[config.mk]
export PLATFORM = sky130hd
export DESIGN_NAME = csr_unit_top
export DESIGN_NICKNAME = d
export VERILOG_FILES = /design/src/hw/csr_pkg.sv /design/src/hw/csr_rsp_if.sv /design/src/hw/csr_req_if.sv /design/src/hw/csr_unit_top.sv /design/src/hw/csr_response.sv /design/src/hw/csr_file.sv /design/src/hw/csr_decoder.sv
export VERILOG_INCLUDE_DIRS = /design/src /design/src/hw
export SDC_FILE = /design/constraint.sdc
export NUM_CORES = 1
export LEC_CHECK = 0
export ABC_AREA = 1
export BUFFER_PORTS_ARGS = -buffer_cell sky130_fd_sc_hd__buf_2
export CORE_UTILIZATION = 47
export CTS_CLUSTER_DIAMETER = 30
export DETAILED_ROUTE_END_ITERATION = 7
export PLACE_DENSITY = 0.68
export SYNTH_ARGS = -nofsm -noshare
export SYNTH_HDL_FRONTEND = slang
export SYNTH_SLANG_ARGS = --single-unit
[constraint.sdc]
create_clock -name clk_i -period 3 [get_ports clk_i]
set_clock_uncertainty 0.2 [all_clocks]
set_input_delay 0.45 -clock clk_i [delete_from_list [all_inputs] [get_ports clk_i]]
set_output_delay 0.45 -clock clk_i [all_outputs]
set_load 0.02 [all_outputs]
[src/hw/csr_config.svh]
`ifndef CSR_CONFIG_SVH
`define CSR_CONFIG_SVH

// Data path width.
`define CSR_XLEN 32

////////////////////////////////////////////////////////////
// Implemented CSR addresses.
////////////////////////////////////////////////////////////
`define CSR_ADDR_USCRATCH  12'h040
`define CSR_ADDR_SSCRATCH  12'h140
`define CSR_ADDR_SEPC      12'h141
`define CSR_ADDR_MSCRATCH  12'h340
`define CSR_ADDR_MEPC      12'h341
`define CSR_ADDR_MVENDORID 12'hF11
`define CSR_ADDR_MHARTID   12'hF14

// Value returned by mhartid.
`define CSR_HART_ID 32'h0000_0003

`endif
[src/hw/csr_pkg.sv]
`default_nettype none

`include "csr_config.svh"

package csr_pkg;

    ////////////////////////////////////////////////////////////
    // Vector types.
    ////////////////////////////////////////////////////////////

    // CSR data word.
    typedef logic [`CSR_XLEN-1:0] csr_data_t;
    // CSR address space is 4K entries.
    typedef logic [11:0] csr_addr_t;
    typedef logic [4:0]  reg_idx_t;
    typedef logic [31:0] instr_t;

    ////////////////////////////////////////////////////////////
    // Enumerations.
    ////////////////////////////////////////////////////////////

    // Instruction requested by the core.
    typedef enum logic [2:0] {
        CSR_NONE,
        CSRRW,
        CSRRS,
        CSRRC,
        CSRRWI,
        CSRRSI,
        CSRRCI
    } csr_funct_e;

    // Operation applied to the CSR bank.
    typedef enum logic [1:0] {
        OP_NONE,
        OP_WRITE,
        OP_SET,
        OP_CLEAR
    } csr_op_e;

    // Encoding matches addr[9:8] of the CSR space.
    typedef enum logic [1:0] {
        PRIV_U = 2'd0,
        PRIV_S = 2'd1,
        PRIV_M = 2'd3
    } priv_lvl_e;

endpackage

`default_nettype wire

[src/hw/csr_rsp_if.sv]
`timescale 1ns/10ps
`default_nettype none

interface csr_rsp_if;
    import csr_pkg::*;

    logic      valid;
    logic      rd_write;
    logic      exception;
    reg_idx_t  rd;
    csr_data_t rdata;

    modport bank (
        output valid, rdata, rd, rd_write, exception
    );

    modport resp (
        input valid, rdata, rd, rd_write, exception
    );

endinterface

`default_nettype wire

[src/hw/csr_req_if.sv]
`timescale 1ns/10ps
`default_nettype none

interface csr_req_if;
    import csr_pkg::*;

    logic      valid;
    logic      rd_en;
    logic      wr_en;
    csr_op_e   op;
    csr_addr_t addr;
    csr_data_t wdata;
    reg_idx_t  rd;
    // Read-only or privilege violation.
    logic      perm_exc;

    modport dec (
        output valid, rd_en, wr_en, op, addr, wdata, rd, perm_exc
    );

    modport bank (
        input valid, rd_en, wr_en, op, addr, wdata, rd, perm_exc
    );

endinterface

`default_nettype wire

[src/hw/csr_unit_top.sv]
`timescale 1ns/10ps
`default_nettype none

module csr_unit_top (
    input  logic                clk_i,
    input  logic                rst_n_i,
    // Request from the core.
    input  logic                req_valid_i,
    input  csr_pkg::instr_t     instruction_i,
    input  csr_pkg::csr_data_t  operand_i,
    input  csr_pkg::csr_funct_e operation_i,
    input  csr_pkg::priv_lvl_e  privilege_i,
    // Writeback response.
    output logic                rsp_valid_o,
    output csr_pkg::reg_idx_t   rsp_rd_o,
    output csr_pkg::csr_data_t  rsp_rdata_o,
    output logic                rsp_rd_write_o,
    output logic                rsp_exception_o
);

    csr_req_if req_if ();
    csr_rsp_if rsp_if ();

    ////////////////////////////////////////////////////////////
    // Decode, bank, response.
    ////////////////////////////////////////////////////////////
    csr_decoder u_decoder (
        .req_valid_i   (req_valid_i),
        .instruction_i (instruction_i),
        .operand_i     (operand_i),
        .operation_i   (operation_i),
        .privilege_i   (privilege_i),
        .req           (req_if.dec)
    );

    csr_file u_file (
        .clk_i   (clk_i),
        .rst_n_i (rst_n_i),
        .req     (req_if.bank),
        .rsp     (rsp_if.bank)
    );

    csr_response u_response (
        .clk_i           (clk_i),
        .rst_n_i         (rst_n_i),
        .rsp             (rsp_if.resp),
        .rsp_valid_o     (rsp_valid_o),
        .rsp_rd_o        (rsp_rd_o),
        .rsp_rdata_o     (rsp_rdata_o),
        .rsp_rd_write_o  (rsp_rd_write_o),
        .rsp_exception_o (rsp_exception_o)
    );

endmodule

`default_nettype wire

[src/hw/csr_response.sv]
`timescale 1ns/10ps
`default_nettype none

module csr_response (
    input  logic               clk_i,
    input  logic               rst_n_i,
    csr_rsp_if.resp            rsp,
    output logic               rsp_valid_o,
    output csr_pkg::reg_idx_t  rsp_rd_o,
    output csr_pkg::csr_data_t rsp_rdata_o,
    output logic               rsp_rd_write_o,
    output logic               rsp_exception_o
);
    import csr_pkg::*;

    reg_idx_t  rd_q;
    csr_data_t rdata_q;

    // Control flags, cleared on reset.
    always_ff @(posedge clk_i) begin
        if (!rst_n_i) begin
            rsp_valid_o     <= 1'b0;
            rsp_rd_write_o  <= 1'b0;
            rsp_exception_o <= 1'b0;
        end else begin
            rsp_valid_o     <= rsp.valid;
            rsp_rd_write_o  <= rsp.rd_write;
            rsp_exception_o <= rsp.exception;
        end
    end

    // Payload.
    always_ff @(posedge clk_i) begin
        rd_q    <= rsp.rd;
        // No stale data when rd is not written.
        rdata_q <= rsp.rd_write ? rsp.rdata : '0;
    end

    assign rsp_rd_o    = rd_q;
    assign rsp_rdata_o = rdata_q;

endmodule

`default_nettype wire

[src/hw/csr_file.sv]
`timescale 1ns/10ps
`default_nettype none

`include "csr_config.svh"

module csr_file (
    input  logic    clk_i,
    input  logic    rst_n_i,
    csr_req_if.bank req,
    csr_rsp_if.bank rsp
);
    import csr_pkg::*;

    // Writable CSRs.
    csr_data_t uscratch_q;
    csr_data_t sscratch_q;
    csr_data_t sepc_q;
    csr_data_t mscratch_q;
    csr_data_t mepc_q;

    csr_data_t old_value;
    csr_data_t new_value;
    logic      implemented;
    logic      access;
    logic      exc;
    logic      wr_allow;

    ////////////////////////////////////////////////////////////
    // Read port and address decode.
    ////////////////////////////////////////////////////////////
    always_comb begin
        old_value   = '0;
        implemented = 1'b1;
        case (req.addr)
            `CSR_ADDR_USCRATCH:  old_value = uscratch_q;
            `CSR_ADDR_SSCRATCH:  old_value = sscratch_q;
            `CSR_ADDR_SEPC:      old_value = sepc_q;
            `CSR_ADDR_MSCRATCH:  old_value = mscratch_q;
            `CSR_ADDR_MEPC:      old_value = mepc_q;
            // Vendor id not implemented, reads zero.
            `CSR_ADDR_MVENDORID: old_value = '0;
            `CSR_ADDR_MHARTID:   old_value = csr_data_t'(`CSR_HART_ID);
            default: begin
                implemented = 1'b0;
            end
        endcase
    end

    ////////////////////////////////////////////////////////////
    // Read-modify-write.
    ////////////////////////////////////////////////////////////
    always_comb begin
        case (req.op)
            OP_WRITE: new_value = req.wdata;
            OP_SET:   new_value = old_value | req.wdata;
            OP_CLEAR: new_value = old_value & ~req.wdata;
            default:  new_value = old_value;
        endcase
    end

    assign access   = req.rd_en || req.wr_en;
    // Unimplemented address only faults on a real access.
    assign exc      = req.perm_exc || (access && !implemented);
    assign wr_allow = req.valid && req.wr_en && !exc;

    always_ff @(posedge clk_i) begin
        if (!rst_n_i) begin
            uscratch_q <= '0;
            sscratch_q <= '0;
            sepc_q     <= '0;
            mscratch_q <= '0;
            mepc_q     <= '0;
        end else if (wr_allow) begin
            case (req.addr)
                `CSR_ADDR_USCRATCH: uscratch_q <= new_value;
                `CSR_ADDR_SSCRATCH: sscratch_q <= new_value;
                // EPC low bits are hardwired to zero.
                `CSR_ADDR_SEPC:     sepc_q     <= {new_value[`CSR_XLEN-1:2], 2'b00};
                `CSR_ADDR_MSCRATCH: mscratch_q <= new_value;
                `CSR_ADDR_MEPC:     mepc_q     <= {new_value[`CSR_XLEN-1:2], 2'b00};
                default: begin
                    // Read-only entries never reach here.
                end
            endcase
        end
    end

    ////////////////////////////////////////////////////////////
    // Result towards the response stage.
    ////////////////////////////////////////////////////////////
    assign rsp.valid     = req.valid;
    assign rsp.rdata     = old_value;
    assign rsp.rd        = req.rd;
    assign rsp.exception = req.valid && exc;
    assign rsp.rd_write  = req.valid && req.rd_en && !exc;

endmodule

`default_nettype wire

[src/hw/csr_decoder.sv]
`timescale 1ns/10ps
`default_nettype none

module csr_decoder (
    input  logic                req_valid_i,
    input  csr_pkg::instr_t     instruction_i,
    input  csr_pkg::csr_data_t  operand_i,
    input  csr_pkg::csr_funct_e operation_i,
    input  csr_pkg::priv_lvl_e  privilege_i,
    csr_req_if.dec              req
);
    import csr_pkg::*;

    reg_idx_t  rd_idx;
    reg_idx_t  rs1_idx;
    csr_addr_t csr_addr;
    csr_op_e   op;
    logic      rd_en;
    logic      wr_en;
    logic      imm_form;
    logic      ro_violation;
    logic      priv_violation;

    ////////////////////////////////////////////////////////////
    // Instruction fields.
    ////////////////////////////////////////////////////////////
    assign rd_idx   = instruction_i[11:7];
    assign rs1_idx  = instruction_i[19:15];
    assign csr_addr = instruction_i[31:20];

    ////////////////////////////////////////////////////////////
    // Operation and access intent.
    ////////////////////////////////////////////////////////////
    always_comb begin
        op    = OP_NONE;
        rd_en = 1'b0;
        wr_en = 1'b0;
        case (operation_i)
            CSRRW, CSRRWI: begin
                // Swap always writes; x0 destination skips the read.
                op    = OP_WRITE;
                wr_en = 1'b1;
                rd_en = (rd_idx != '0);
            end
            CSRRS, CSRRSI: begin
                op    = OP_SET;
                rd_en = 1'b1;
                wr_en = (rs1_idx != '0);
            end
            CSRRC, CSRRCI: begin
                op    = OP_CLEAR;
                rd_en = 1'b1;
                wr_en = (rs1_idx != '0);
            end
            default: begin
                op = OP_NONE;
            end
        endcase
    end

    // Immediate forms take the rs1 field, zero-extended.
    assign imm_form = (operation_i == CSRRWI) ||
                      (operation_i == CSRRSI) ||
                      (operation_i == CSRRCI);

    ////////////////////////////////////////////////////////////
    // Permission checks.
    ////////////////////////////////////////////////////////////

    // Top quarter of the space is read-only.
    assign ro_violation   = wr_en && (csr_addr[11:10] == 2'b11);
    // Minimum privilege is encoded in addr[9:8].
    assign priv_violation = (rd_en || wr_en) && (csr_addr[9:8] > privilege_i);

    assign req.valid    = req_valid_i;
    assign req.rd_en    = rd_en;
    assign req.wr_en    = wr_en;
    assign req.op       = op;
    assign req.addr     = csr_addr;
    assign req.wdata    = imm_form ? csr_data_t'(rs1_idx) : operand_i;
    assign req.rd       = rd_idx;
    assign req.perm_exc = ro_violation || priv_violation;

endmodule

`default_nettype wire

==> impl_metrics.yaml, run 1 <==
worst_setup_path:
  crit_type: "in2reg"
  startpoint_type: "input port"
  critical_path.slowest_cell: "dlygate4sd3_1"
  rr_worst_depth: 6
  reg2reg_from: "u_file.mscratch_q[26]"
  path_cells: "dlygate4sd3_1, buf_2, or2_2, o41ai_1, a21boi_0, o21ai_2, buf_4, nor2_1"
  crit_arrival_ps: 2710
  crit_fanout: 12
  r2r-end: "u_file.uscratch_q[26]"
  cp-end-kind: "flop"
  cp.required_ps: 3130
  crit_path_max_incr_delay_ps: 540
  r2r_setup_slack_ps: 1520
drt:
  num_vias: 9536
  wirelength_um: 26020
  wl_per_cell_um: 13.35
  postRouteAntennaNets: 0
  drt_pass1_iterations: 5
  drt_iter0_markers: 551
  vias_per_cell: 4.893
  route.detailed.drc: 0
floorplan:
  die_h_um: 146.0
  die_area_mm2: 0.02130
  rows: 52
  die_x_um: 146.0
  initial_core_util_pct: 47.98
  ios: 112
  core_mm2: 0.02030
final_layout:
  layout-drive-gt1-share_pct: 11.08
  antenna_cells: 0
  area_delta_synth_final_pct: 14.93
  nets: 1740
  fillers: 2065
  fin_area_mm2: 0.01119
  fin_cells: 1949
placement:
  dpl_cell_area_mm2: 0.01054
  dpl.cell_count: 1912
  dpl_worst_slack_ps: 137.8
  gp_congestion: 0.7757
  dp_hpwl_um: 15260
  io_buffers: 101
grt:
  antenna_found_initial: 0
  grt_usage_pct: 25.23
  grt_max_degree: 61
  grt_pass1_vias: 8708
  grt_overflow: 0
  grt_pass1_wl_um: 43060
synth:
  synth_area_per_cell_um2: 6.083
  synth_area_leaders: "dfxtp_1 (40%), nand2_1 (18%), nor2_1 (15%), nand3_1 (8.8%), inv_1 (7.2%)"
  async_flop_share_pct: 0
  netlist_area_mm2: 0.009739
  synth_top_area_share_pct: 40.29
  yosys_warnings: 0
  ys_ff_latch: 196
  synth_cells: 1601
  synth_ff_type: "dfxtp_1"
  yosysTopAreaCell: "dfxtp_1"
  synth_cell_types: 30
  ys_seq_area_share_pct: 40.29
  synthesis.nets: 1675
  synth_edf_count: 0
timing:
  fin_setup_tns_ps: 0
  report.final.hold_viol_count: 0
  layout_setup_ws_ps: 422.9
  worstMarginPinSlew_ps: 836.4
  finalMaxSlewViolations: 0
  finalSetupViolations: 0
  min_period_ps: 2577
  finalCritPeriodShare_pct: 85.90
  grt_setup_unrepaired: "false"
  fmax_mhz: 388.0
  slew_headroom_pct: 44.23
hold_path:
  min_from: "req_valid_i"
  whs_endpoint: "u_response.rsp_valid_o"
  min_path_cells: 3
  hold_path.class: "in2reg"
clock_tree:
  path_clk_slew_ps: 70
  cts_resized: 0
  cts_tree: "done"
  cts.sinks: 196
  cts_max_path_buffers: 2
  htreeDepth: 4
  worstSkewPairLatency_ps: 440
  cts_buffers: 17
  root_buffer: "clkbuf_16"
status:
  outcome: "complete, no violations"
power:
  power.density_mw_per_mm2: 480.3
  peakVddDrop_mv: 0.4302
  p_leak_uw: 0.006114
flow_run:
  maxCapViolCount: 0
## how the worst max path moves through the flow
stage | cells after the start | to | startpoint | slack (ps)
floorplan | 9 | u_file.mepc_q[14] | operation_i[1] | 860
global placement | 9 | u_response.rsp_rdata_o[28] | instruction_i[29] | 150
detailed placement | 9 | u_response.rsp_rdata_o[9] | instruction_i[28] | 140
CTS | 8 | u_response.rsp_rd_write_o | instruction_i[10] | 440
global route | 8 | u_response.rsp_rd_write_o | instruction_i[10] | 310
finish | 8 | u_response.rsp_rdata_o[14] | instruction_i[10] | 420
## timing repair
item | CTS | global route
hold buffers | 5 | 0
hold endpoints to repair | 5 | 0
setup buffers | 0 | 0
## cells in the mapped netlist, types with 4 or more instances
master and count:
clkbuf_1 33, o21ai_1 9, nand3_1 171, or2_2 4, buf_2 44, nor2_1 391
nand2_1 457, inv_1 187, dfxtp_1 196, buf_1 12, o21ai_0 64
## per-layer routing
| metal | track usage [%] | part of all wire [%] | vias to the layer above |
|---|---|---|---|
| li1 | - | - | 4958 |
| met1 | 31.23 | 46 | 4316 |
| met2 | 44.11 | 48 | 221 |
| met3 | 3.762 | 4.5 | 41 |
| met4 | 9.526 | 2.1 | 0 |
| met5 | 0 | 0 | - |
## logic make-up after synthesis
family,Yosys count,synth area share (%)
fa+ha+maj,2,0.2569
simple gates,1041,43.38
compound gates,83,4.702
buf+inv,278,11.28
flops,196,40.29
xor+xnor,1,0.08994
## cells in the final DEF (no fill, tap or decap), types with 3 or more instances in the layout
cell	n
inv_1	187
dlygate4sd3_1	5
or2_2	4
nand4_4	3
nor2_2	3
a21oi_1	3
nand3_1	171
clkinv_4	3
nand2_1	457
buf_12	7
buf_4	23
nor3_1	3
clkbuf_16	17
nor2_4	5
bufinv_16	3
buf_2	100
clkinvlp_4	3
nor2_1	387
o21ai_1	9
o21ai_0	64
dfxtp_1	196
## sequential cells by signal (all words and copies together) (netlist names)
register,cells
u_response.rsp_rd_o,5
u_file.uscratch_q,32
u_file.mepc_q,30
u_file.sepc_q,30
u_response.rsp_exception_o,1
u_file.mscratch_q,32
u_file.sscratch_q,32
u_response.rsp_valid_o,1
u_response.rsp_rd_write_o,1
u_response.rsp_rdata_o,32
## worst max-delay path: cells and delay by family
| kind | cells | cell delay, ps |
|---|---|---|
| compound gates | 3 | 890 |
| buf+inv | 3 | 1010 |
| simple gates | 2 | 360 |
## through the flow
stage               hold slack [ps]  utilization [%]  power, uW
finish                        55.25            55.14       5376
global route                  79.55            55.14       5574
detailed placement            298.1            51.90       3062
global placement              295.9            51.90       3060
floorplan                     277.7                -       2896
CTS                           42.55            55.14       5417
## layout make-up
type | count | area (um^2) | share of cell area, %
clock inverter | 14 | 177.7 | 1.587
clock buffer | 18 | 429.2 | 3.834
multi-input combinational | 1127 | 4752 | 42.45
inverter | 189 | 709.4 | 6.338
timing repair buffer | 135 | 863.3 | 7.713
tap | 270 | 337.8 | 3.018
sequential | 196 | 3924 | 35.05
## power by group
part           switching [uW]  internal (uW)
Combinational             286            115
Sequential               1.12           2610
Clock                    1050           1320
Power figures use the tool's default switching activity.
==> run 2: changes to the inputs <==
--- a/config.mk
+++ b/config.mk
@@ -6,12 +6,13 @@
 export SDC_FILE = /design/constraint.sdc
 export NUM_CORES = 1
 export LEC_CHECK = 0
-export ABC_AREA = 1
 export BUFFER_PORTS_ARGS = -buffer_cell sky130_fd_sc_hd__buf_2
+export CORE_ASPECT_RATIO = 1.25
 export CORE_UTILIZATION = 47
 export CTS_CLUSTER_DIAMETER = 30
 export DETAILED_ROUTE_END_ITERATION = 7
-export PLACE_DENSITY = 0.68
+export PLACE_DENSITY = 0.69
+export REMOVE_ABC_BUFFERS = 1
 export SYNTH_ARGS = -nofsm -noshare
 export SYNTH_HDL_FRONTEND = slang
 export SYNTH_SLANG_ARGS = --single-unit
==> run 2 against run 1 <==
Compared with the run above: total power rose by 3.4%; synthesized cell count shrank 36%; core utilization grew 1.7 points; register-to-register slack got worse by 390 ps; global-route usage increased by 3.1 points; critical path type unchanged; critical endpoint is now u_file.sscratch_q[21]; largest cell class unchanged; largest power group unchanged.
==> impl_metrics.yaml, run 2 <==
status:
  outcome: "complete, no violations"
final_layout:
  layout-drive-gt1-share_pct: 22.33
  nets: 1176
  layout_common_cells: "dfxtp_1 (196), nand2_1 (163), o22ai_1 (121), buf_2 (99), mux2_2 (46)"
  antenna_cells: 0
  layout_commonest_cell: "dfxtp_1"
  area_delta_synth_final_pct: 17.35
grt:
  met3_usage_pct: 5.272
  grt_pass1_wl_um: 43970
  grt_overflow: 0
  grt_max_degree: 88
  busiest_layer: "met2"
  grt_pass1_vias: 8079
  met1_usage_pct: 34.16
  use_met2_pct: 49.48
  grt_usage_pct: 28.33
  antenna_found_initial: 0
synth:
  synth_cells: 1030
  async_flop_share_pct: 0
  yosysTopAreaCell: "dfxtp_1"
  synth_edf_count: 0
  ys_seq_area_share_pct: 42.81
  synth_commonest_cells: "dfxtp_1 (196), nand2_1 (163), o22ai_1 (121)"
  synth_area_per_cell_um2: 8.899
  synth_cell_types: 64
  synth_ff_type: "dfxtp_1"
  netlist_area_mm2: 0.009166
  yosys_warnings: 0
  synth_area_leaders: "dfxtp_1 (43%), o22ai_1 (8.3%), nand2_1 (6.7%), mux2_2 (5.7%), a211oi_1 (3.3%)"
  synth_top_area_share_pct: 42.81
  ys_ff_latch: 196
  synth_most_common_cell: "dfxtp_1"
worst_setup_path:
  crit_fanout: 5
  r2r_setup_slack_ps: 1130
  critical_path.slowest_cell: "a21boi_0"
  cp.required_ps: 3150
  crit_family: "compound AO/OA/AOI/OAI gates"
  path_buf_inv: 1
  startpoint_type: "input port"
  path_cells: "buf_2, nor4b_4, o2111ai_1, a21boi_0, a32oi_1, a211oi_1"
  crit_type: "in2reg"
  cp-end-kind: "flop"
  crit_arrival_ps: 2620
  crit_path_max_incr_delay_ps: 670
drt:
  vias_per_cell: 6.240
  num_vias: 8405
  drt_iter0_markers: 689
  wirelength_um: 27980
  drt_pass1_iterations: 5
  postRouteAntennaNets: 0
  route.detailed.drc: 0
  wl_per_cell_um: 20.77
placement:
  gp_congestion: 0.8018
  io_buffers: 101
  dp_hpwl_um: 16940
floorplan:
  ios: 112
  rows: 56
  die_x_um: 126.9
  die_h_um: 158.1
  die_area_mm2: 0.02007
  core_mm2: 0.01892
  initial_core_util_pct: 48.45
timing:
  finalSetupViolations: 0
  report.final.hold_viol_count: 0
  finalMaxSlewViolations: 0
  slew_headroom_pct: 48.34
  finalCritPeriodShare_pct: 82.41
  fmax_mhz: 404.5
  grt_setup_unrepaired: "false"
  holdWs_ps: 63.82
  worstMarginPinSlew_ps: 768.0
  min_period_ps: 2472
clock_tree:
  cts_buffers: 17
  cts_tree: "done"
  root_buffer: "clkbuf_16"
  htreeDepth: 4
  cts_max_path_buffers: 2
  cts.sinks: 196
  worstSkewPairLatency_ps: 440
  postCtsSetupBuffers: 0
  path_clk_slew_ps: 70
power:
  p_leak_uw: 0.003896
  peakVddDrop_mv: 0.4375
  power.total_uw: 5558
  power.density_mw_per_mm2: 516.7
flow_run:
  maxCapViolCount: 0
hold_path:
  hold_path.class: "in2reg"
-- run 2: cell count changes after synthesis, sizes merged, moves of 21 or more --
| cell | delta |
|---|---|
| mux2 | +46 |
| a21oi | +40 |
| inv | -181 |
| nor2 | -376 |
| o221ai | +21 |
| xnor2 | +21 |
| nor2b | +33 |
| nand2 | -296 |
| o22ai | +121 |
| a211oi | +40 |
| mux2i | +21 |
| a22oi | +33 |
| nand3 | -143 |
| o21ai | -52 |
-- run 2: worst paths after layout --
path,start,endpoint,depth (start not counted)
max reg2reg,u_file.mepc_q[29],u_file.sscratch_q[29],5
max,instruction_i[27],u_file.sscratch_q[21],6
min reg2reg,u_file.mepc_q[29],u_file.mepc_q[29],2
min,req_valid_i,u_response.rsp_valid_o,2
-- run 2: power by group --
part / leakage (uW) / switching [uW] / total [uW] / internal (uW)
Combinational: 0.00201 / 304 / 462 / 158
Clock: 0.000308 / 1050 / 2490 / 1440
Sequential: 0.00158 / 1.02 / 2610 / 2600
Total: 0.00390 / 1360 / 5560 / 4200
-- run 2: metrics by stage --
stage          utilization, %  setup TNS (ps)  std cells  setup slack, ps  area, um^2
5_1_grt                 56.86               0       1347            440.1       10760
4_1_cts                 56.86               0       1347            530.7       10760
2_1_floorplan               -         -351290        930            -2724        8672
6_report                56.86               0       1347            527.6       10760
3_3_place_gp            53.23               0       1310            171.5       10070
3_5_place_dp            53.23               0       1310            96.62       10070
-- run 2: logic make-up (layout without fill, tap and decap cells) --
family / count (synthesis) / count (layout) / synth area share [%]
AOI/OAI and AO/OA: 323 / 323 / 23.66
xor gates and xnor gates: 27 / 27 / 2.580
buffers and inverters: 109 / 194 / 5.760
muxes: 67 / 67 / 7.944
adders and majority gates: 2 / 2 / 0.2730
DFF: 196 / 196 / 42.81
and+or+nand+nor: 306 / 306 / 16.98
-- run 2: layer usage --
layer	share of wire, %	vias to the layer above
li1	-	3950
met1	41	4016
met2	50	387
met3	6.8	52
met4	2.5	0
met5	0	-
-- run 2: repair_timing --
item,CTS,global route
endpoints found under the hold margin,5,0
gates resized for setup,0,0
hold buffers,5,0
-- run 2: cell type report --
cell class	count	area, um^2
inverter	9	33.78
tap	232	290.3
multi-input combinational	725	4771
clock buffer	19	442.9
sequential	196	3924
fill	1715	8162
clock inverter	13	193.9
timing repair buffer	153	1101
